===== config.mk =====
export PLATFORM = sky130hd
export DESIGN_NAME = response_collector
export DESIGN_NICKNAME = d
export VERILOG_FILES = /design/src/verilog/mem_map_pkg.sv /design/src/verilog/wb_pkg.sv /design/src/verilog/response_collector.sv
export VERILOG_INCLUDE_DIRS = /design/src /design/src/verilog
export SDC_FILE = /design/constraint.sdc
export NUM_CORES = 1
export LEC_CHECK = 0
export BUFFER_PORTS_ARGS = -buffer_cell sky130_fd_sc_hd__buf_2
export CAP_MARGIN = 20
export CORE_UTILIZATION = 35
export CTS_BUF_LIST = sky130_fd_sc_hd__clkbuf_2
export CTS_CLUSTER_SIZE = 40
export DETAILED_ROUTE_END_ITERATION = 6
export PLACE_DENSITY = 0.9
export SYNTH_ARGS = -nofsm -noshare
export SYNTH_HDL_FRONTEND = slang
export SYNTH_SLANG_ARGS = --single-unit

===== constraint.sdc =====
create_clock -name clk -period 1.71 [get_ports clk]
set_clock_uncertainty 0.15 [all_clocks]
set_input_delay 0.0855 -clock clk [delete_from_list [all_inputs] [get_ports clk]]
set_output_delay 0.0855 -clock clk [all_outputs]
set_load 0.02 [all_outputs]

===== src/verilog/mem_cfg.svh =====
`ifndef MEM_CFG_SVH
`define MEM_CFG_SVH

// data path
`define MEM_DATA_W 32
`define MEM_SEL_W (`MEM_DATA_W / 8)

// interleaved banks, count must be a power of two
`define MEM_NUM_BANKS 4
`define MEM_BANK_DEPTH_LOG2 6

// derived bank geometry
`define MEM_BANK_IDX_W ($clog2(`MEM_NUM_BANKS))
`define MEM_BANK_DEPTH (1 << `MEM_BANK_DEPTH_LOG2)
`define MEM_TOTAL_WORDS (`MEM_NUM_BANKS * `MEM_BANK_DEPTH)

// word addresses below this belong to the instruction region
`define MEM_INST_END_WORD 64

`endif


===== src/verilog/mem_map_pkg.sv =====
`include "mem_cfg.svh"

package mem_map_pkg;

	// address regions, none is past the last bank word
	typedef enum logic [1:0] {
		REGION_INST,
		REGION_DATA,
		REGION_NONE
	} region_e;

	// one request into a bank, valid for a single cycle
	typedef struct packed {
		logic                            valid;
		logic                            we;
		logic [`MEM_SEL_W-1:0]           sel;
		logic [`MEM_BANK_DEPTH_LOG2-1:0] idx;
		logic [`MEM_DATA_W-1:0]          dat;
	} bank_req_t;

	// bank reply, done pulses once per finished operation
	typedef struct packed {
		logic                   done;
		logic [`MEM_DATA_W-1:0] dat;
	} bank_rsp_t;

endpackage


===== src/verilog/wb_pkg.sv =====
`include "mem_cfg.svh"

package wb_pkg;

	// master to slave, held stable until ack or err
	typedef struct packed {
		logic                   cyc;
		logic                   stb;
		logic                   we;
		logic [`MEM_SEL_W-1:0]  sel;
		logic [31:0]            adr;
		logic [`MEM_DATA_W-1:0] dat;
	} wb_req_t;

	// slave to master, ack and err are single-cycle pulses
	typedef struct packed {
		logic                   ack;
		logic                   err;
		logic [`MEM_DATA_W-1:0] dat;
	} wb_rsp_t;

endpackage

===== src/verilog/response_collector.sv =====
`timescale 1ns/100ps
`include "mem_cfg.svh"

module response_collector (
	input  logic                       clk,
	input  logic                       rst,
	input  mem_map_pkg::bank_rsp_t     bank_rsp [`MEM_NUM_BANKS],
	input  logic [`MEM_BANK_IDX_W-1:0] sel_bank,
	input  logic                       refuse,
	output wb_pkg::wb_rsp_t            bus_rsp,
	output logic                       reply_seen
);

	logic                   ack_q;
	logic                   err_q;
	logic [`MEM_DATA_W-1:0] dat_q;
	logic                   sel_done;

	// only the addressed bank can answer
	assign sel_done = bank_rsp[sel_bank].done;

	always_ff @(posedge clk) begin
		if (rst) begin
			ack_q <= 1'b0;
			err_q <= 1'b0;
			dat_q <= '0;
		end else begin
			ack_q <= sel_done;
			err_q <= refuse;
			// zero data outside of ack
			dat_q <= sel_done ? bank_rsp[sel_bank].dat : '0;
		end
	end

	always_comb begin
		bus_rsp.ack = ack_q;
		bus_rsp.err = err_q;
		bus_rsp.dat = dat_q;
	end

	// tells the decoder the transaction has ended
	assign reply_seen = ack_q | err_q;

endmodule


# After elaboration in Yosys (flattened, before gate mapping)
# Index checks and enable logic that the tools add are counted.
[word_totals] input_bits=137 output_inout_bits=35 reg_bits=34
[op_classes] n_bitwise=3 magnitude_cmp=1 mux=3 n_reduce_logical=1
[op_table] op="binary-select mux 33 bit (select 2 bit)" count=1
[op_table] op="2-to-1 mux 33 bit" count=2
[op_table] op=">= comparator 3 bit, second input constant" count=1
[op_table] op="NOT 2 -> 3 bit" count=1
[op_table] op="OR reduction 2 bit" count=1
[op_table] op="NOT 1 bit" count=1
[op_table] op="OR 1 bit" count=1

# Depth between registers and ports, before layout
[depth] depth_word=6 mapped_depth=5 mapped_depth_nobuf=3

# Worst setup path after synthesis
# Ideal clock, no wire load.
[synth_timing] path_kind="input port to flip-flop" startpoint="input port sel_bank[0]" endpoint="register dat_q[31]" arrival_time_ns=1.089 setup_time_ns=0.121 path_stages=4 setup_slack_ns=0.350 required_time_ns=1.439 path_cell_list="buf_2 buf_4 mux4_2 nor2b_1"
[synth_via] elab_chain_len=6
[synth_lines] item="start: declaration" line="response_collector.sv:8" source="input logic [`MEM_BANK_IDX_W-1:0] sel_bank,"
[synth_lines] item="NOT 2 -> 3 bit (not written as such) *" line="response_collector.sv:20, response_collector.sv:31"
[synth_lines] item="binary-select mux 33 bit (select 2 bit) *" line="response_collector.sv:20, response_collector.sv:31"
[synth_lines] item="2-to-1 mux 33 bit (not written as such) * (2 in series)" line="response_collector.sv:31" source="dat_q <= sel_done ? bank_rsp[sel_bank].dat : '0;"
[synth_lines] item="NOT 1 bit (no line)"
[synth_lines] item="OR reduction 2 bit (no line)"
[synth_lines] item="end signal: assignment" line="response_collector.sv:31"
[synth_lines] item="end: declaration" line="response_collector.sv:16" source="logic [`MEM_DATA_W-1:0] dat_q;"
# Mark *: on every way between the ends. The rest lies on a longest branch, timed or not. The select of a mux whose other input is x is not followed.
# A chain may end at the register's enable or synchronous reset.

# Worst setup path after layout
[layout_timing] startpoint="register err_q" endpoint="output port reply_seen"
[layout_via] elab_chain_len=1
[layout_lines] item="start: declaration" line="response_collector.sv:15" source="logic err_q;"
[layout_lines] item="start signal: assignment" line="response_collector.sv:29" source="err_q <= refuse;"
[layout_lines] item="OR 1 bit" line="response_collector.sv:42" source="assign reply_seen = ack_q | err_q;"
[layout_lines] item="end: declaration" line="response_collector.sv:11" source="output logic reply_seen"
# No other way between the ends.

==> flow_metrics.env <==
export IMPL_drc=0
export IMPL_worstPathArrival_ns=1.15
export IMPL_routabilityCongestion=0.773
export IMPL_vias=2229
export IMPL_worst_slew_pin_slew_ns=0.361
export IMPL_synth_fp_nets=256
export IMPL_startpoint="err_q"
export IMPL_ys_warn_count=0
export IMPL_syn_cell_area_sq_um=1750
export IMPL_crit_fanout=2
export IMPL_clock_tree_root_cell="clkbuf_2"
export IMPL_mostFrequentLayoutCells="171 x buf_2, 80 x dlygate4sd3_1, 34 x nor2b_1, 34 x dfxtp_1, 32 x mux4_2"
export IMPL_place_ws_ns=0.188
export IMPL_grt_overflow=0
export IMPL_grt_start_max_net_pins=26
export IMPL_yosysSeqAreaShare_pct=38.8
export IMPL_layout_commonest_cell="buf_2"
export IMPL_min_from="bank_rsp[130]"
export IMPL_status="complete, but fails checks"
export IMPL_vias_per_cell=5.09
export IMPL_clockBufferDepth=2
export IMPL_die_w_microns=72.8
export IMPL_synth_area_per_cell_sq_um=14.7
export IMPL_cts_sinks=34
export IMPL_final_nets=506
export IMPL_io_pins=172
export IMPL_floorplan_initialDensity_pct=36.6
export IMPL_worst_setup_path_end_kind="output port"
export IMPL_relSlewSlack_pct=76.0
export IMPL_die_area_sq_um=5300
export IMPL_whs_path_depth=3
export IMPL_fillers=336
export IMPL_ys_types=11
export IMPL_finish_utilization_pct=73.5
export IMPL_routedWlPerCell_microns=18.7
export IMPL_port_buffers=171
export IMPL_synth_top_area_share_pct=41.1
export IMPL_clk_pin_slew_ns=0.17
export IMPL_synthTopCellsByArea="mux4_2 41%, dfxtp_1 39%, nor2b_1 12%, buf_2 2.3%, buf_4 2.1%"
export IMPL_critPathKind="reg2out"
export IMPL_setup_viol=0
export IMPL_rsz0062_at_grt="no"
export IMPL_slew_viol_final=0
export IMPL_layout_setup_ws_ns=0.320
export IMPL_grt_usage_pct=32.3
export IMPL_syn_inst=119
export IMPL_antenna_found_initial=1
export IMPL_peakVddDrop_mv=0.326
export IMPL_antenna_left=0
export IMPL_tns_ns=0
export IMPL_cts_htree_levels=2
export IMPL_die_h_microns=72.8
export IMPL_holdWs_ns=-0.0369
export IMPL_power_density_nw_per_um2=552
export IMPL_coreArea_sq_um=4790
export IMPL_leakage_nw=1.70
export IMPL_area_growth_pct=101
export IMPL_crit_path_start_kind="register"
export IMPL_grt_pass1_wl_microns=12100
export IMPL_hold_viol=4
export IMPL_period_minus_slack_ns=1.39
export IMPL_synth_seq_cells=34
export IMPL_postPlaceCellArea_sq_um=2680
export IMPL_drv_cap=0
export IMPL_stdcell_area_sq_um=3520
export IMPL_dpl_hpwl_microns=4680
export IMPL_fp_row_count=25
export IMPL_timing_final_crit_share_pct=81.3
export IMPL_required_ns=1.47
export IMPL_cts_made_buffers=5
export IMPL_synth_largest_area_cell="mux4_2"
export IMPL_cts_tree="yes"
export IMPL_violations="negative hold slack"
export IMPL_drt_iter0_markers=97
export IMPL_grt_pass1_vias=2474
export IMPL_hold_path_endpoint="dat_q[31]"
export IMPL_wirelength_microns=8210
export IMPL_max_freq_mhz=720
export IMPL_hp_class="in2reg"
export IMPL_drive_above_1_share_pct=58.6
export IMPL_drtPass1Iterations=4
export IMPL_cts_resized_gates=0
[through the flow]
step | instances | total power, W
finish | 438 | 0.00194
global route | 438 | 0.00203
CTS | 439 | 0.00193
detailed placement | 349 | 0.00143
global placement | 349 | 0.00140
floorplan | 119 | 0.00119
[layout make-up]
type                       count  area, sq um  share of cell area (%)
clock buffer                   5         25.0                   0.711
antenna                        1         2.50                  0.0711
multi-input combinational     71          991                    28.2
inverter                       1         3.75                   0.107
clock inverter                 3         11.3                   0.320
tap                           67         83.8                    2.38
sequential                    34          681                    19.4
timing repair buffer         256         1720                    48.9
[where the power goes]
part	internal (W)	leakage (nW)	switching (W)
Clock	0.0000871	0.0255	0.000268
Combinational	0.000437	1.39	0.000291
Sequential	0.000845	0.279	0.0000134
[worst max-delay path by stage]
stage	endpoint	slack, ns	cells past startpoint
3_3_place_gp	dat_q[0]	0.24	5
4_1_cts	dat_q[26]	0.01	5
6_report	reply_seen	0.32	2
3_5_place_dp	dat_q[2]	0.19	5
2_1_floorplan	dat_q[31]	0.35	4
5_1_grt	reply_seen	0.26	2
[flip-flops by register name, summed over array words and instances (netlist names)]
register	cells
ack_q	1
err_q	1
dat_q	32
[synth_stat cells]
| library cell | count |
|---|---|
| inv_1 | 1 |
| buf_2 | 8 |
| mux2_4 | 1 |
| nor2_1 | 1 |
| or2_2 | 1 |
| mux4_2 | 32 |
| a22oi_4 | 1 |
| mux2_2 | 1 |
| dfxtp_1 | 34 |
| nor2b_1 | 34 |
| buf_4 | 5 |
[what timing repair did]
action,4_1_cts,5_1_grt
hold buffers,82,9
setup endpoints to repair,0,11
endpoints found under the hold margin,28,5
setup buffers,0,0
[worst max-delay path, cell delays in order (launching register included)]
cell and delay, ns:
dfxtp_1 0.34, or2_2 0.28, buf_2 0.16
[metal layers]
layer | share of wire [%] | global-route usage, %
met4 | 7.3 | 25.7
met1 | 29 | 28.6
met5 | 0 | 0
met2 | 55 | 60.1
met3 | 8.3 | 9.67
[cells by family after synthesis]
logic type	share of synthesized area (%)
simple gates	12.7
buf+inv	4.64
mux	42.6
flops	38.8
compound gates	1.21
Power figures use the tool's default switching activity.
