### src/verilog/mem_cfg.svh
`ifndef MEM_CFG_SVH
`define MEM_CFG_SVH

// data path
`define MEM_DATA_W 32
`define MEM_SEL_W (`MEM_DATA_W / 8)

// interleaved banks, count must be a power of two
`define MEM_NUM_BANKS 4
`define MEM_BANK_DEPTH_LOG2 6

// derived bank geometry
`define MEM_BANK_IDX_W ($clog2(`MEM_NUM_BANKS))
`define MEM_BANK_DEPTH (1 << `MEM_BANK_DEPTH_LOG2)
`define MEM_TOTAL_WORDS (`MEM_NUM_BANKS * `MEM_BANK_DEPTH)

// word addresses below this belong to the instruction region
`define MEM_INST_END_WORD 64

`endif

### src/verilog/mem_map_pkg.sv
`include "mem_cfg.svh"

package mem_map_pkg;

	// address regions, none is past the last bank word
	typedef enum logic [1:0] {
		REGION_INST,
		REGION_DATA,
		REGION_NONE
	} region_e;

	// one request into a bank, valid for a single cycle
	typedef struct packed {
		logic                            valid;
		logic                            we;
		logic [`MEM_SEL_W-1:0]           sel;
		logic [`MEM_BANK_DEPTH_LOG2-1:0] idx;
		logic [`MEM_DATA_W-1:0]          dat;
	} bank_req_t;

	// bank reply, done pulses once per finished operation
	typedef struct packed {
		logic                   done;
		logic [`MEM_DATA_W-1:0] dat;
	} bank_rsp_t;

endpackage

### src/verilog/mem_bank.sv
`timescale 1ns/100ps
`include "mem_cfg.svh"

module mem_bank (
	input  logic                   clk,
	input  logic                   rst,
	input  mem_map_pkg::bank_req_t req,
	output mem_map_pkg::bank_rsp_t rsp
);

	logic [`MEM_DATA_W-1:0]          mem [`MEM_BANK_DEPTH];
	logic [`MEM_DATA_W-1:0]          rd_q;
	logic [`MEM_BANK_DEPTH_LOG2-1:0] idx_q;
	logic [`MEM_SEL_W-1:0]           sel_q;
	logic [`MEM_DATA_W-1:0]          dat_q;
	logic [`MEM_DATA_W-1:0]          merged;
	logic                            full_sel;
	logic                            merge_pend;
	logic                            done;

	assign full_sel = &req.sel;

	// done after one cycle, or two when a byte merge is needed
	always_ff @(posedge clk) begin
		if (rst) begin
			done       <= 1'b0;
			merge_pend <= 1'b0;
		end else begin
			done       <= 1'b0;
			merge_pend <= 1'b0;
			if (merge_pend) begin
				done <= 1'b1;
			end else if (req.valid) begin
				if (req.we && !full_sel) begin
					merge_pend <= 1'b1;
				end else begin
					done <= 1'b1;
				end
			end
		end
	end

	// storage and read port
	always_ff @(posedge clk) begin
		if (merge_pend) begin
			mem[idx_q] <= merged;
		end else if (req.valid) begin
			if (!req.we) begin
				rd_q <= mem[req.idx];
			end else if (full_sel) begin
				mem[req.idx] <= req.dat;
			end else begin
				// old word lands in rd_q for the merge
				rd_q  <= mem[req.idx];
				idx_q <= req.idx;
				sel_q <= req.sel;
				dat_q <= req.dat;
			end
		end
	end

	// keep unselected bytes of the stored word
	always_comb begin
		for (int i = 0; i < `MEM_SEL_W; i++) begin
			merged[8*i +: 8] = sel_q[i] ? dat_q[8*i +: 8] : rd_q[8*i +: 8];
		end
	end

	always_comb begin
		rsp.done = done;
		rsp.dat  = rd_q;
	end

endmodule

### config.mk
export PLATFORM = sky130hd
export DESIGN_NAME = mem_bank
export DESIGN_NICKNAME = d
export VERILOG_FILES = /design/src/verilog/mem_map_pkg.sv /design/src/verilog/mem_bank.sv
export VERILOG_INCLUDE_DIRS = /design/src /design/src/verilog
export SDC_FILE = /design/constraint.sdc
export NUM_CORES = 2
export LEC_CHECK = 0
export BUFFER_PORTS_ARGS = -buffer_cell sky130_fd_sc_hd__buf_2
export CORE_MARGIN = 2
export CORE_UTILIZATION = 40
export CTS_BUF_LIST = sky130_fd_sc_hd__clkbuf_4
export DETAILED_ROUTE_END_ITERATION = 8
export PLACE_DENSITY = 0.66
export SLEW_MARGIN = 15
export SYNTH_ARGS = -nofsm -noshare
export SYNTH_HDL_FRONTEND = slang
export SYNTH_SLANG_ARGS = --single-unit
### constraint.sdc
create_clock -name clk -period 5.7 [get_ports clk]
set_clock_uncertainty 0.2 [all_clocks]
set_input_delay 0.855 -clock clk [delete_from_list [all_inputs] [get_ports clk]]
set_output_delay 0.855 -clock clk [all_outputs]
set_load 0.01 [all_outputs]
Word level (Yosys, flattened, before mapping)
Memories as Yosys holds them, arrays and structs flattened.
Index checks and enable logic that the tools add are counted.
{"block": "op_classes", "eq_ne": 1, "n_reduce_logical": 7, "bitwise": 3, "mux": 20}
{"op": "32-bit 2-to-1 mux", "count": 3}
{"op": "8-bit 2-to-1 mux", "count": 4}
{"op": "32-bit OR reduction", "count": 1}
{"op": "1-bit 2-to-1 mux", "count": 12}
{"op": "4-bit AND reduction", "count": 2}
{"op": "6-bit 2-to-1 mux", "count": 1}
{"op": "1-bit NOT", "count": 3}
{"op": "3-bit AND reduction", "count": 1}
{"op": "3-bit OR reduction", "count": 1}
{"op": "2-bit != test, second input constant", "count": 1}
{"op": "1-bit logical AND", "count": 1}
{"op": "1-bit zero test", "count": 1}
{"block": "word_totals", "wordCells": 38, "mem_count": 1, "ff_bits": 76, "mem_bits_rw": 2048}
{"name": "mem", "words": 64, "word_bits": 32, "rd": 1, "rd_ports_with_merged_regs": 0, "wr": 1, "line_no": "mem_bank.sv:11", "rtl": "logic [`MEM_DATA_W-1:0] mem [`MEM_BANK_DEPTH];"}

Longest topological paths before layout
{"block": "logic_depth", "depth_word": 8, "ltp_mapped": 9, "mapped_depth_nobuf": 5}

Least setup slack after synthesis
OpenSTA, ideal clock, no wires.
{"block": "synth_path", "path_kind": "input port to flip-flop", "startpoint": "input port req[40] (netlist name)", "endpoint": "memory mem[0][0] (netlist name) (data pin)", "path_slack_ps": 652, "arrival_time_ps": 4146, "path_stages": 5, "n_path_buf": 2, "setup_ps": 702, "path_cell_list": "and4_1 -> and4b_1 -> clkbuf_1 -> clkbuf_1 -> o21ai_0"}
{"block": "synth_via", "elab_chain_len": 8}
{"element": "from (decl)", "line_no": "mem_bank.sv:7", "rtl": "input mem_map_pkg::bank_req_t req,"}
{"element": "4-bit AND reduction", "line_no": "mem_bank.sv:21", "rtl": "assign full_sel = &req.sel;"}
{"element": "1-bit 2-to-1 mux", "line_no": "mem_bank.sv:50", "rtl": "end else if (full_sel) begin"}
{"element": "1-bit 2-to-1 mux", "line_no": "mem_bank.sv:48", "rtl": "if (!req.we) begin"}
{"element": "1-bit 2-to-1 mux", "line_no": "mem_bank.sv:47", "rtl": "end else if (req.valid) begin"}
{"element": "1-bit 2-to-1 mux", "line_no": "mem_bank.sv:45", "rtl": "if (merge_pend) begin"}
{"element": "1-bit 2-to-1 mux (not written as such)", "line_no": "mem_bank.sv:51", "rtl": "mem[req.idx] <= req.dat;"}
{"element": "32-bit OR reduction (no line)"}
{"element": "32-bit 2-to-1 mux (no line)"}
{"element": "to (decl)", "line_no": "mem_bank.sv:11"}
Every way passes these cells.

Worst setup path in the final report
{"block": "layout_path", "startpoint": "input port req[38] (netlist name)", "endpoint": "memory mem[7][21] (netlist name) (enable)"}
{"block": "layout_via", "elab_chain_len": 8, "elab_cells_between_ends": 9, "classes_between": "mux: 7; reduce/logical: 2"}
{"element": "4-bit AND reduction *", "line_no": "mem_bank.sv:21"}
{"element": "1-bit 2-to-1 mux *", "line_no": "mem_bank.sv:50"}
{"element": "1-bit 2-to-1 mux *", "line_no": "mem_bank.sv:48"}
{"element": "1-bit 2-to-1 mux *", "line_no": "mem_bank.sv:47"}
{"element": "1-bit 2-to-1 mux *", "line_no": "mem_bank.sv:45"}
{"element": "1-bit 2-to-1 mux (not written as such) *", "line_no": "mem_bank.sv:51"}
{"element": "32-bit OR reduction (no line)"}
{"element": "6-bit 2-to-1 mux (no line) or 1-bit 2-to-1 mux (tied branches)"}
Every way passes the cells marked *; elsewhere a longest branch is shown, timed or not.

==> results by group <==
Run status
  • Status: complete, no violations

Cells and area
  • Layout area overhead: 15.4%
  • Register area: between 0.06 and 0.07 mm2
  • Nets: 4,241
  • FILL cells: around 16,000
  • Final design utilization: 46.5%
  • Share of cells above drive strength 1: between 30% and 40%
  • Multi-input logic area: 0.0169 mm2

Clocking
  • Root Driver: clkbuf_4
  • Clock Latency Late Sink: ~1.3 ns
  • Longest Clk Path Bufs: 4
  • Total setup buffers inserted after CTS: 0
  • Worst-path clk slew: 0.06 ns
  • Post_cts resized: 0
  • Num CTS Buffers: 549
  • Clock sinks: roughly 2,100
  • CTS tree: done
  • CTS H-tree depth: 6

Synthesis
  • Register bit total from synthesis: approximately 2,100
  • Post-Syn Instances: around 3,500
  • Syn nets: 3,557
  • Post-synth EDFFs: 2,122
  • Post-synth top area share: approximately four fifths
  • Mapped Area: about 0.08 mm2
  • Cell variety after synth: 52
  • Average cell area after synthesis: about 23 um2
  • Area contributors post-synth: edfxtp_1, mux4_2, mux2i_1
  • Post-synth top area cell: edfxtp_1
  • Ys async rst share: 0%
  • Syn. warnings: 0
  • Sequential area share after synthesis: about four fifths
  • Primary FF master, synth: edfxtp_1

Floorplan
  • # rows: 164
  • Starting density of the core: roughly two fifths
  • Core footprint: 0.200 mm2
  • Die W: 453 um
  • Die height: 453 um
  • Die area: 0.205 mm2
  • Top-Level Pins: between 70 and 80

Power and ir drop
  • Comb power frac: between 5 and 6%
  • Tot Pwr: 31.5 mW
  • Part of the power in registers: 55.6%
  • Cell Pwr Density: 338 mW/mm2
  • Peak supply drop: around 220 uV
  • Psw: 7.00 mW
  • Sw frac: 22.2%
  • Cell internal pwr: 24.5 mW
  • Clock power frac: 38.8%
  • Lkg Pwr: 29.5 nW

Timing
  • Final Hold Viols: 0
  • Final period util: 66.9%
  • Final min period: 3.81 ns
  • Slack of the critical path: 1.89 ns
  • Final Max Slew Viols: 0
  • Slew @ Worst Pin: 1.16 ns
  • Setup Viol. Count Final: 0
  • Max Fclk: between 200 and 300 MHz
  • Setup TNS: 0 ns
  • RSZ-0062 raised after global routing: no
  • Rel. slew slack: 22.5%

Worst setup path
  • Crit Path Class: in -> reg
  • Crit-path max FO: 24
  • Crit Reg-Reg Startpoint: merge_pend$_SDFF_PP0_
  • Setup crit end kind: flip-flop
  • Crit path from: req[38]
  • Critical Path RT: roughly 6.5 ns
  • Critical path startpoint category: input pin
  • Critical Path AT: 4.58 ns

Placement
  • IO buf count: 78
  • Hpwl dp: 112,000 um
  • Gpl congestion: approximately 0.83
  • Dpl ws: 1.21 ns

Drt
  • Initial DRC Count: approximately 4,300
  • Total wire length: 194,000 um
  • Final antenna-violating net count: 0
  • Via count: just over 40,000
  • Initial DRT Pass Iterations: 5
  • DR DRC count: 0
  • Routed len/inst: 27.0 um
  • Vias per inst: 5.64

Job
  • Max_cap viols: 0

Global route
  • Initial antenna violation count: 3
  • First-pass GRT wire length: 282,000 um
  • Grt ovf: 0
  • GRT Total Usage: 18.8%
  • Vias in the first global route: 41,960
  • Largest net degree at the start of global routing: 92

Hold path
  • Worst Min Path Start: req[25]
  • HP Class: in -> reg
path summary, 6_finish.rpt:
kind / endpoint / slack [ns] / cells after the start
setup reg to reg: mem[7][21]$_DFFE_PP_ / 1.99 / 6
hold reg to reg: mem[40][26]$_DFFE_PP_ / 0.64 / 2
hold / removal: dat_q[25]$_DFFE_PP_ / 0.12 / 2
setup / recovery: mem[7][21]$_DFFE_PP_ / 1.89 / 10
routing by layer:
layer / wire length, um / vias to the layer above / part of all wire, % / global-route usage, %
li1: - / 16801 / - / -
met1: 77200 / 21552 / 40 / 24.9
met2: 96800 / 1922 / 50 / 30.8
met3: 14300 / 289 / 7.4 / 3.63
met4: 5510 / 0 / 2.8 / 7.07
met5: 0 / - / 0 / 0
worst max-delay path, stage by stage:
cell	delay [ns]
dlygate4sd3_1	0.58
buf_2	0.13
and4_1	0.21
buf_4	0.16
nand4b_1	0.36
buf_4	0.35
mux2i_1	0.21
nand2_1	0.50
nor2_4	0.88
buf_4	0.28
area by class of cell:
| type | instances | share of cell area [%] |
|---|---|---|
| diodes | 8 | 0.0215 |
| clock buffers | 762 | 6.14 |
| clock inverters | 121 | 0.703 |
| inverters | 1 | 0.00403 |
| multi-input cells | 1186 | 18.1 |
| flip-flops and latches | 2124 | 68.5 |
| well taps | 2656 | 3.57 |
| repair buffers | 333 | 2.96 |
cells in the final DEF (no fill, tap or decap), types with 3 or more instances in the layout:
cell type      synthesis  final
a211oi_1               8      8
a21oi_1               48     45
a221oi_1               9      9
a22oi_1               24     24
and2_1                 3      3
and3_1                10     10
buf_12                 0     21
buf_2                 70     75
buf_4                 26    172
buf_8                  0      3
bufinv_16              0      7
clkbuf_4               0    762
clkinv_1               0     86
clkinv_2               0     13
diode_2                0      8
dlygate4sd3_1          0     62
edfxtp_1            2122   2122
inv_2                  0     15
mux2_2                11     11
mux2i_1               97     97
mux4_2               511    511
nand2_1               53     53
nand2b_1              20     20
nand3_1                6      6
nand3b_1               4      4
nor2_1                94     29
nor2_4                 0     65
nor2b_1                9      9
nor3_1                 7      7
nor4_1                23     19
nor4_2                 0      4
o21ai_1                2      4
o21ai_4                0     32
o221ai_1              47     47
o22a_1                19     19
o22ai_1              111    111
or3_1                  3      3
what timing repair did:
| item | 4_1_cts | 5_1_grt |
|---|---|---|
| endpoints found under the setup margin | 0 | 0 |
| hold endpoints to repair | 489 | 0 |
| hold buffers | 62 | 0 |
registers in the layout (all words and copies together) (netlist names):
| signal | flops |
|---|---|
| rd_q | 32 |
| mem | 2048 |
| dat_q | 32 |
| sel_q | 4 |
| done | 1 |
| idx_q | 6 |
| merge_pend | 1 |
stage by stage:
stage	area, um2	hold slack, ns	cells
floorplan	80700	0.445	3511
global placement	86100	0.472	6237
detailed placement	86100	0.463	6238
CTS	93100	0.00412	7183
global route	93100	0.0182	7187
finish	93100	0.121	7191
power groups by stage:
| stage | registers [mW] | clock network (mW) | logic, mW |
|---|---|---|---|
| detailed placement | 17.9 | 0 | 1.75 |
| CTS | 17.5 | 12.5 | 1.79 |
| finish | 17.5 | 12.2 | 1.76 |
| global placement | 17.9 | 0 | 1.71 |
| global route | 17.5 | 13.3 | 1.87 |
| floorplan | 17.9 | 0 | 0.986 |
cells in the mapped netlist (all sizes together) (2+ instances only):
cell        n
or2         3
dfxtp       2
a221oi      9
edfxtp   2122
buf       115
nor4       23
or3         3
nor3        7
o22a       19
mux2       11
o221ai     47
clkbuf     85
nand2      53
and3       10
a211oi      8
o31ai       2
o22ai     111
nand2b     20
o21ai      37
nor2b       9
mux4      511
a21oi      48
nor2       94
nand3       6
a211o       2
mux2i      97
o32a        2
a31oi       4
nand3b      4
a2bb2oi     2
and2        3
a22oi      24
o211ai      2
a41oi       2
a311oi      2
kinds of logic (layout without fill, tap and decap cells):
group                  after synthesis  after routing  synth area share, %
AO/OA/AOI/OAI                      325            325                 2.73
buffers and inverters              201           1217                 1.18
flip-flops                        2124           2124                 79.0
multiplexers                       619            619                 15.6
other                                0              8                    0
AND/OR/NAND/NOR                    242            242                 1.43
(Power assumes the default switching activity.)
