===== config.mk =====
export PLATFORM = sky130hd
export DESIGN_NAME = region_decoder
export DESIGN_NICKNAME = d
export VERILOG_FILES = /design/src/verilog/mem_map_pkg.sv /design/src/verilog/wb_pkg.sv /design/src/verilog/region_decoder.sv
export VERILOG_INCLUDE_DIRS = /design/src /design/src/verilog
export SDC_FILE = /design/constraint.sdc
export NUM_CORES = 1
export LEC_CHECK = 0
export BUFFER_PORTS_ARGS = -buffer_cell sky130_fd_sc_hd__buf_2
export CAP_MARGIN = 15
export CORE_MARGIN = 1.5
export CORE_UTILIZATION = 33
export DETAILED_ROUTE_END_ITERATION = 10
export PLACE_DENSITY = 0.74
export SLEW_MARGIN = 20
export SYNTH_ARGS = -nofsm -noshare
export SYNTH_HDL_FRONTEND = slang
export SYNTH_SLANG_ARGS = --single-unit

===== constraint.sdc =====
create_clock -name clk -period 1.8 [get_ports clk]
set_input_delay 0 -clock clk [delete_from_list [all_inputs] [get_ports clk]]
set_output_delay 0 -clock clk [all_outputs]
set_load 0.01 [all_outputs]

===== src/verilog/mem_cfg.svh =====
`ifndef MEM_CFG_SVH
`define MEM_CFG_SVH

// data path
`define MEM_DATA_W 32
`define MEM_SEL_W (`MEM_DATA_W / 8)

// interleaved banks, count must be a power of two
`define MEM_NUM_BANKS 4
`define MEM_BANK_DEPTH_LOG2 6

// derived bank geometry
`define MEM_BANK_IDX_W ($clog2(`MEM_NUM_BANKS))
`define MEM_BANK_DEPTH (1 << `MEM_BANK_DEPTH_LOG2)
`define MEM_TOTAL_WORDS (`MEM_NUM_BANKS * `MEM_BANK_DEPTH)

// word addresses below this belong to the instruction region
`define MEM_INST_END_WORD 64

`endif


===== src/verilog/mem_map_pkg.sv =====
`include "mem_cfg.svh"

package mem_map_pkg;

	// address regions, none is past the last bank word
	typedef enum logic [1:0] {
		REGION_INST,
		REGION_DATA,
		REGION_NONE
	} region_e;

	// one request into a bank, valid for a single cycle
	typedef struct packed {
		logic                            valid;
		logic                            we;
		logic [`MEM_SEL_W-1:0]           sel;
		logic [`MEM_BANK_DEPTH_LOG2-1:0] idx;
		logic [`MEM_DATA_W-1:0]          dat;
	} bank_req_t;

	// bank reply, done pulses once per finished operation
	typedef struct packed {
		logic                   done;
		logic [`MEM_DATA_W-1:0] dat;
	} bank_rsp_t;

endpackage


===== src/verilog/wb_pkg.sv =====
`include "mem_cfg.svh"

package wb_pkg;

	// master to slave, held stable until ack or err
	typedef struct packed {
		logic                   cyc;
		logic                   stb;
		logic                   we;
		logic [`MEM_SEL_W-1:0]  sel;
		logic [31:0]            adr;
		logic [`MEM_DATA_W-1:0] dat;
	} wb_req_t;

	// slave to master, ack and err are single-cycle pulses
	typedef struct packed {
		logic                   ack;
		logic                   err;
		logic [`MEM_DATA_W-1:0] dat;
	} wb_rsp_t;

endpackage

===== src/verilog/region_decoder.sv =====
`timescale 1ns/100ps
`include "mem_cfg.svh"

module region_decoder (
	input  logic                         clk,
	input  logic                         rst,
	input  logic                         boot,
	input  wb_pkg::wb_req_t              bus_req,
	output mem_map_pkg::bank_req_t       bank_req [`MEM_NUM_BANKS],
	output logic [`MEM_BANK_IDX_W-1:0]   sel_bank,
	output logic                         refuse,
	input  logic                         reply_seen
);
	import mem_map_pkg::*;

	typedef enum logic [1:0] {
		ST_IDLE,
		ST_ISSUE,
		ST_WAIT
	} state_e;

	state_e                 state;
	logic [29:0]            word_q;
	logic                   we_q;
	logic [`MEM_SEL_W-1:0]  sel_q;
	logic [`MEM_DATA_W-1:0] dat_q;
	region_e                region;
	logic                   permit;
	logic                   take;

	// new transaction only from idle, so a held stb is not taken twice
	assign take = (state == ST_IDLE) && bus_req.cyc && bus_req.stb;

	always_ff @(posedge clk) begin
		if (rst) begin
			state  <= ST_IDLE;
			word_q <= '0;
		end else begin
			case (state)
				ST_IDLE: begin
					if (take) begin
						state  <= ST_ISSUE;
						word_q <= bus_req.adr[31:2];
					end
				end
				ST_ISSUE: begin
					state <= ST_WAIT;
				end
				ST_WAIT: begin
					// back to idle once the reply pulse has gone out
					if (reply_seen) begin
						state <= ST_IDLE;
					end
				end
				default: begin
					state <= ST_IDLE;
				end
			endcase
		end
	end

	// rest of the request, held until the reply
	always_ff @(posedge clk) begin
		if (take) begin
			we_q  <= bus_req.we;
			sel_q <= bus_req.sel;
			dat_q <= bus_req.dat;
		end
	end

	always_comb begin
		if (word_q < `MEM_INST_END_WORD) begin
			region = REGION_INST;
		end else if (word_q < `MEM_TOTAL_WORDS) begin
			region = REGION_DATA;
		end else begin
			region = REGION_NONE;
		end
	end

	// instruction region is writable only while booting
	assign permit = (region == REGION_DATA) ||
		((region == REGION_INST) && (!we_q || boot));

	assign refuse   = (state == ST_ISSUE) && !permit;
	assign sel_bank = word_q[`MEM_BANK_IDX_W-1:0];

	// low word bits pick the bank, the next bits index inside it
	always_comb begin
		for (int b = 0; b < `MEM_NUM_BANKS; b++) begin
			bank_req[b].valid = (state == ST_ISSUE) && permit && (sel_bank == b);
			bank_req[b].we    = we_q;
			bank_req[b].sel   = sel_q;
			bank_req[b].idx   = word_q[`MEM_BANK_IDX_W +: `MEM_BANK_DEPTH_LOG2];
			bank_req[b].dat   = dat_q;
		end
	end

endmodule


# Yosys cells after proc, flatten, opt, wreduce, memory -nomap -nowiden
# Cells that the tools add are included.
# W data, S select, Z words.
[word_totals]
ff_bits = 69
latch_bits = 0
ram_bits = 0
mem_bits_ro = 0
in_bits = 75
out_inout_bits = 179
n_memories = 0
[op_classes]
addsub = 0
multipliers = 0
div_mod_pow = 0
order_cmp = 2
eq_ne = 8
shifts = 0
n_mux = 5
n_bitwise = 0
reduce_logical = 18
[op_table]
columns = ["cell", "count"]
rows = [
  ["$lt A30 B7 Y1 const B", 1],
  ["$lt A30 B9 Y1 const B", 1],
  ["$logic_and A1 B1 Y1", 9],
  ["$mux W2", 4],
  ["$eq A2 B1 Y1 const B", 3],
  ["$eq A2 B2 Y1 const B", 3],
  ["$logic_not A2 Y1", 3],
  ["$pmux W2 S3", 1],
  ["$ne A2 B2 Y1 const B", 2],
  ["$reduce_and A2 Y1", 2],
  ["$logic_not A1 Y1", 2],
  ["$logic_or A1 B1 Y1", 2],
]

# Longest topological paths before layout
# Gate-level depths: netlist (run 1).
[logic_depth]
ltp_word = 8
ltp_mapped = 6
depth_no_buf = 4

# Worst setup path before layout (run 1)
# OpenSTA, ideal clock, no wires.
[synth_path]
kind = "register -> register"
from = "reg state[0]"
to = "reg dat_q[0], enable pin"
setup_ps = 380
t_arrival_ps = 1219
required_time_ps = 1420
slack_ps = 201
stages_incl_launch_ff = 5
n_path_buf = 2
synth_period_minus_slack_ps = 1599
path_cell_list = "dfxtp_1 -> nand4bb_1 -> buf_2 -> inv_2 -> buf_2"
[synth_between]
elab_chain_len = 3
[synth_lines]
columns = ["element", "line", "text"]
rows = [
  ["from (decl)", "region_decoder.sv:22", "state_e state;"],
  ["from (signal assigned)", "region_decoder.sv:36", "state <= ST_IDLE;"],
  ["from (signal assigned)", "region_decoder.sv:42", "state <= ST_ISSUE;"],
  ["from (signal assigned)", "region_decoder.sv:47", "state <= ST_WAIT;"],
  ["$logic_not A2 Y1", "region_decoder.sv:32", "assign take = (state == ST_IDLE) && bus_req.cyc && bus_req.stb;"],
  ["$logic_and A1 B1 Y1 (2 in a row)", "region_decoder.sv:32", ""],
  ["named net take", "region_decoder.sv:29", "logic take;"],
  ["to (signal assigned)", "region_decoder.sv:67", "dat_q <= bus_req.dat;"],
  ["to (decl)", "region_decoder.sv:26", "logic [`MEM_DATA_W-1:0] dat_q;"],
]
# The timed path passes the listed nets, and every way through them passes these cells.
# A chain may end at the register's enable or synchronous reset.

# Worst setup path in the final report (run 1)
[layout_path]
from = "reg word_q[20]"
to = "out refuse"
[layout_between]
elab_chain_len = 8
[layout_lines]
columns = ["element", "line", "text"]
rows = [
  ["from (decl)", "region_decoder.sv:23", "logic [29:0] word_q;"],
  ["from (signal assigned)", "region_decoder.sv:43", "word_q <= bus_req.adr[31:2];"],
  ["$lt A30 B9 Y1 (no source line)", "-", ""],
  ["$mux W2", "region_decoder.sv:74", "end else if (word_q < `MEM_TOTAL_WORDS) begin"],
  ["$mux W2 *", "region_decoder.sv:72", "if (word_q < `MEM_INST_END_WORD) begin"],
  ["$logic_not A2 Y1", "region_decoder.sv:83", "((region == REGION_INST) && (!we_q || boot));"],
  ["$logic_and A1 B1 Y1", "region_decoder.sv:83", ""],
  ["$logic_or A1 B1 Y1 *", "region_decoder.sv:82", "assign permit = (region == REGION_DATA) ||"],
  ["$logic_not A1 Y1 *", "region_decoder.sv:85", "assign refuse = (state == ST_ISSUE) && !permit;"],
  ["$logic_and A1 B1 Y1 *", "region_decoder.sv:85", ""],
  ["to (decl)", "region_decoder.sv:11", "output logic refuse,"],
]
# Every way passes the cells marked *; elsewhere a longest branch is shown, timed or not.

==> results.md, run 1 <==
* DR vias at 2,812
* GRT Util Overall at 15.59%
* Synth-to-Final Area Change at 37.81%
* CTS Buf Count at 9
* HP Class: in -> reg
* CP required at 1.80 ns
* Reg2reg path depth at 3
* Initial antenna violation count at 0
* Synthesized flop and latch total at 69
* Drt via density at 4.280
* Share of cells above drive strength 1 at between 50% and 60%
* Area of the multi-input gates at 596.8 sq um
* Gate power share at 16.6%
* Switching pwr at 0.9445 mW
* Final Hold Fails at 0
* Internal power at ~2.8 mW
* Number of library cell types mapped by synthesis at 19
* Reg area at 1753 sq um
* R2r endpoint: dat_q[19]
* Largest net degree at the start of global routing at 40
* Crit path arrival time at 1.71 ns
* # fillers at 886
* Post-Place Cells at 572
* Post-synthesis sequential area ratio at 51.49%
* Max Cap Viol at 0
* Final WL at roughly 9000 um
* GR Overflow Total at 0
* Port bufs at 251
* WP buf/inv at 1
* Setup TNS at 0 ns
* CTS Buffer Depth at 2
* Worst skew pair latency at 0.35 ns
* Fin Hold WS at roughly 0.13 ns
* Skew final at about 0.0065 ns
* Post-Place Cell Area at about 3800 sq um
* CTS Root Cell: clkbuf_8
* Setup crit end: refuse
* Power per cell area at between 700 and 800 nW/um^2
* Global-route wire length before repair at between 10,000 and 15,000 um
* Transition time of the tightest slew-check pin at 0.5771 ns
* Tot Pwr at 3.707 mW
* Synth Instances at 333
* Row count at 36
* Final ANT Viol Nets at 0
* DIE WIDTH at 104.5 um
* Syn_area_per_cell at 10.22 sq um
* Static Leak at 2.198 nW
* R2R setup slack at 0.40 ns
* Critical Path Max Stage Delay at ~0.36 ns
* Final setup viols at 0
* Sw Ratio at 25.48%
* Core Util, Final at 47.53%
* Routed WL per cell at 13.53 um
* Worst setup margin at 0.09049 ns
* Design Area, Final at 4688 sq um
* Detailed Place HPWL at about 5900 um
* Fmax at ~600 MHz
* Worst Setup SP: word_q[20]
* Syn_nets at 408
* Minimum clock period at 1.710 ns
* Number of global-route vias before repair at 2,615
* Outcome: finished clean
* GP Congestion at 0.7754
* Reg power frac at about half
* Max Slew Vio Count at 0
* DRT iter0 DRCs at between 100 and 150
* Origin of the critical flop-to-flop path: state[0]
* Die H at 104.5 um
* Nets at 594
* Clock power frac at 34.7%
* Cells along the critical path: nor4_2 > nand4_4 > o31a_1 > buf_2
* Initial Util at 34.49%
* Non-Filler Instances at 657
* Setup crit end kind: primary output
* Maximum VDD drop at ~320 uV
* Slew margin rel. at 61.53%
* CP Max Fanout at 5
* Period utilisation layout at 94.97%
* Core area at 9864 sq um
* First-pass detailed-route iteration total at 4
* Startpoint types: flip-flop
* Post-Syn Area at 3402 sq um
* Count of warnings emitted by yosys at 0
* Boundary pin count at 254
* Levels on crit path at 4
* Clock-pin transition on the worst setup and hold timing paths at 0.07 ns
* Pre-CTS setup slack at 0.3437 ns
* Die ar. at 10,930 sq um
* Most common cell after layout, fill and taps aside: buf_2
* DR DRC count at 0
* CTS tree: yes
* Slowest-stage cell, CP: nor4_2
* CP top delay family: simple AND/OR/NAND/NOR gates
* Most frequent cells in the layout: buf_2 (251), dlygate4sd3_1 (68), nand2_1 (62), edfxtp_1 (37)
* TritonCTS Sinks at 69
* Crit Path Category: reg -> out
* H-tree Lvls at 3
* Antenna Cells at 0
## per-layer routing
| metal | global-route usage, % | part of all wire, % | vias up |
|---|---|---|---|
| met2 | 30.64 | 58 | 133 |
| met3 | 4.554 | 6.9 | 15 |
| met5 | 0 | 0 | - |
| li1 | - | - | 1328 |
| met4 | 7.937 | 2.0 | 0 |
| met1 | 14.29 | 33 | 1336 |
## layout make-up
| type | count | area share [%] |
|---|---|---|
| Tap cell | 133 | 3.550 |
| Inverter | 1 | 0.08006 |
| Multi-Input combinational cell | 115 | 12.73 |
| Clock inverter | 4 | 0.9875 |
| Clock buffer | 12 | 3.309 |
| Timing Repair Buffer | 323 | 41.95 |
| Sequential cell | 69 | 37.39 |
## registers in the layout, indices dropped and copies added (netlist names)
register	cells
dat_q	32
sel_q	4
state	2
we_q	1
word_q	30
## worst min-delay path by stage
stage                           start        end  depth (start not counted)
after floorplan                   rst  word_q[0]                          1
after global placement    bus_req[15]  dat_q[15]                          1
after detailed placement  bus_req[13]  dat_q[13]                          1
after CTS                         rst   state[1]                          2
after global routing              rst   state[0]                          2
final                             rst   state[1]                          2
## synth_stat cells
cell	number	area share, %
buf_4	138	30
nand2_1	62	6.8
edfxtp_1	37	33
dfxtp_1	32	19
a21oi_1	31	4.6
buf_2	7	1.0
nor4_1	6	1.1
nor2_1	5	0.55
clkbuf_1	3	0.33
nand3b_1	2	0.44
nor4_2	2	0.74
inv_2	1	0.11
nand3_1	1	0.15
nand4_2	1	0.37
nand4bb_1	1	0.33
nor2b_1	1	0.18
nor4_4	1	0.63
nor4b_2	1	0.44
o31a_1	1	0.26
## power groups by stage
stage	clock network, mW	logic [mW]	registers, mW
after detailed placement	0	0.480	1.84
after floorplan	0	0.371	1.84
after global placement	0	0.474	1.83
final	1.29	0.616	1.80
after global routing	1.40	0.663	1.81
after CTS	1.32	0.599	1.80
## cells by family after synthesis
logic type / Yosys count / share of synthesized area [%]
flops: 69 / 51.49
simple gates: 83 / 11.77
buf+inv: 149 / 31.92
compound gates: 32 / 4.818
## timing repair
action | 4_1_cts | 5_1_grt
endpoints found under the hold margin | 68 | 0
resized for setup | 1 | 5
setup endpoints to repair | 1 | 5
setup buffers | 0 | 1
hold buffers | 68 | 0
pin swaps | 4 | 5
No activity file was read; power rests on OpenSTA's default activity.
==> inputs of run 2 (changes only) <==
--- a/config.mk
+++ b/config.mk
@@ -8,10 +8,9 @@
 export LEC_CHECK = 0
 export BUFFER_PORTS_ARGS = -buffer_cell sky130_fd_sc_hd__buf_2
 export CAP_MARGIN = 15
-export CORE_MARGIN = 1.5
 export CORE_UTILIZATION = 33
 export DETAILED_ROUTE_END_ITERATION = 10
-export PLACE_DENSITY = 0.74
+export PLACE_DENSITY = 0.68
 export SLEW_MARGIN = 20
 export SYNTH_ARGS = -nofsm -noshare
 export SYNTH_HDL_FRONTEND = slang
==> run 2 against run 1 <==
Effect of this change:
- register-to-register slack is essentially flat
- first-iteration DRC count shrank 41%
- worst hold slack gained 0.0039 ns
- utilization grew 0.23 points
- clock power shrank 13%
- combinational power grew 1%
- maximum frequency grew 0.12%
- final cell count shrank 0.15%
- clock-buffer cell count shrank 3
- setup slack gained 0.0021 ns
- final area grew 0.48%
- critical path type unchanged
- highest routed layer unchanged
==> results.md, run 2 (synthesized netlist as in run 1, its figures left out) <==
* Outcome: finished clean
* Initial antenna violation count at 0 (unchanged)
* CP required at 1.80 ns (about the same)
* Maximum VDD drop at 312.8 uV (-3.5%)
* Switching pwr at 0.9846 mW (+4.2%)
* Max Cap Viol at 0 (unchanged)
* Row count at 36 (unchanged)
* Reg power frac at 50.9% (+2.2 points)
* DR vias at 2,779 (-1.2%)
* CTS tree: yes
* Gate power share at 17.6% (+1.0 points)
* Period utilisation layout at 94.86% (-0.12 points)
* Synth-to-Final Area Change at 38.47%
* Clock power frac at 31.5% (-3.2 points)
* Routed WL per cell at 12.89 um (-4.7%)
* Die ar. at 10,720 sq um (-1.9%)
* TritonCTS Sinks at 69 (unchanged)
* Minimum clock period at 1.707 ns (-0.002080 ns)
* Number of global-route vias before repair at 2,630 (+0.57%)
* Most common cell after layout, fill and taps aside: buf_2
* Crit path arrival time at 1.71 ns (about the same)
* Skew final at 0.01248 ns (+0.005995 ns)
* Worst skew pair latency at 0.35 ns (about the same)
* Final Hold Fails at 0 (unchanged)
* GR Overflow Total at 0 (unchanged)
* Register with the most flip-flops: dat_q
* Setup crit end kind: primary output
* Setup TNS at 0 ns (unchanged)
* Final WL at 8459 um (-4.8%)
* GP Congestion at 0.7671 (-1.1%)
* Global-route wire length before repair at 12,800 um (-2.7%)
* Most frequent cells in the layout: buf_2 (251), dlygate4sd3_1 (68), nand2_1 (61), edfxtp_1 (37)
* Non-Filler Instances at 656 (-0.15%)
* Largest net degree at the start of global routing at 33 (-18%)
* Post-Place Cell Area at 3790 sq um (+0.66%)
* Boundary pin count at 254 (unchanged)
* Internal power at 2.562 mW (-7.3%)
* Port bufs at 251 (unchanged)
* Design Area, Final at 4711 sq um (+0.48%)
* Die H at 103.5 um (-0.96%)
* Nets at 593 (-0.17%)
* Slew margin rel. at 61.04% (-0.49 points)
* Initial Util at 34.49% (unchanged)
* Detailed Place HPWL at 5808 um (-1.8%)
* DIE WIDTH at 103.5 um (-0.96%)
* HP Class: in -> reg
* Fin Hold WS at 0.1353 ns (+0.003861 ns)
* Post-CTS Setup Repair Bufs at 0 (unchanged)
* CTS Root Cell: clkbuf_8
* Final setup viols at 0 (unchanged)
* Max Slew Vio Count at 0 (unchanged)
* Static Leak at 2.203 nW (+0.23%)
* Post-Place Cells at 572 (unchanged)
* Antenna Cells at 0 (unchanged)
* First-pass detailed-route iteration total at 4 (unchanged)
* Transition time of the tightest slew-check pin at 0.5844 ns (+0.007294 ns)
* Share of cells above drive strength 1 at 54.11% (+0.87 points)
* Crit Path Category: reg -> out
* Core Util, Final at 47.75% (+0.23 points)
* CP Max Fanout at 5 (unchanged)
* Max reg flops at 32 (unchanged)
* Final ANT Viol Nets at 0 (unchanged)
* Drt via density at 4.236 (-1.0%)
* Core area at 9864 sq um (unchanged)
* CTS Buffer Depth at 2 (unchanged)
* Largest registers: dat_q: 32 flops, word_q: 30 flops, sel_q: 4 flops
* Power per cell area at 752.9 nW/um^2 (-4.8%)
* Startpoint types: flip-flop
* Clock-pin transition on the worst setup and hold timing paths at 0.07 ns (about the same)
* GRT Util Overall at 15.35% (-0.25 points)
* H-tree Lvls at 3 (unchanged)
* DR DRC count at 0 (unchanged)
* DRT iter0 DRCs at 85 (-41%)
* Fmax at 585.7 MHz (+0.12%)
* Sw Ratio at 27.76% (+2.3 points)
* CTS Buf Count at 9 (unchanged)
==> run 2: what timing repair did <==
action,CTS,global route
hold endpoints to repair,68,0
setup endpoints to repair,0,5
hold buffers,68,0
resized for setup,0,11
==> run 2: area by class of cell <==
cell class	count	area (sq um)
clock buffer	9	123.9
clock inverter	7	50.05
fill	899	5154
inverter	1	3.754
multi-input combinational	115	629.4
sequential	69	1753
tap	133	166.4
timing repair buffer	322	1984
==> run 2: worst paths after layout <==
check	slack, ns	start	end	depth (start not counted)
min	0.14	rst	state[1]	2
max reg2reg	0.40	state[1]	dat_q[11]	3
max	0.09	word_q[13]	bank_req[175]	4
min reg2reg	0.46	word_q[24]	word_q[24]	2
==> run 2: power by group through the flow <==
stage	registers [mW]	logic, mW	clock network, mW
6_report	1.80	0.624	1.12
5_1_grt	1.81	0.673	1.23
4_1_cts	1.80	0.605	1.16
3_5_place_dp	1.83	0.487	0
3_3_place_gp	1.83	0.481	0
2_1_floorplan	1.84	0.371	0
==> run 2: metrics by stage <==
step           total power [mW]  worst slack [ns]
2_1_floorplan             2.215            0.2008
3_3_place_gp              2.309            0.4377
3_5_place_dp              2.322            0.4056
4_1_cts                   3.559           0.04095
5_1_grt                   3.718          -0.05456
6_report                  3.547           0.09257
==> run 2: worst max-delay path, cell delays in order (launching register included) <==
cell	delay (ns)
dfxtp_1	0.34
nor4_4	0.33
nand4_4	0.20
nor4_2	0.32
buf_2	0.18
==> run 2: routing by layer <==
metal,vias to the layer above,part of all wire [%],routed length [um],global-route usage [%]
met4,0,1.7,148,6.522
met1,1321,33,2788,13.74
met5,-,0,0,0
met3,12,5.1,434,3.524
met2,121,60,5088,31.93
li1,1325,-,-,-
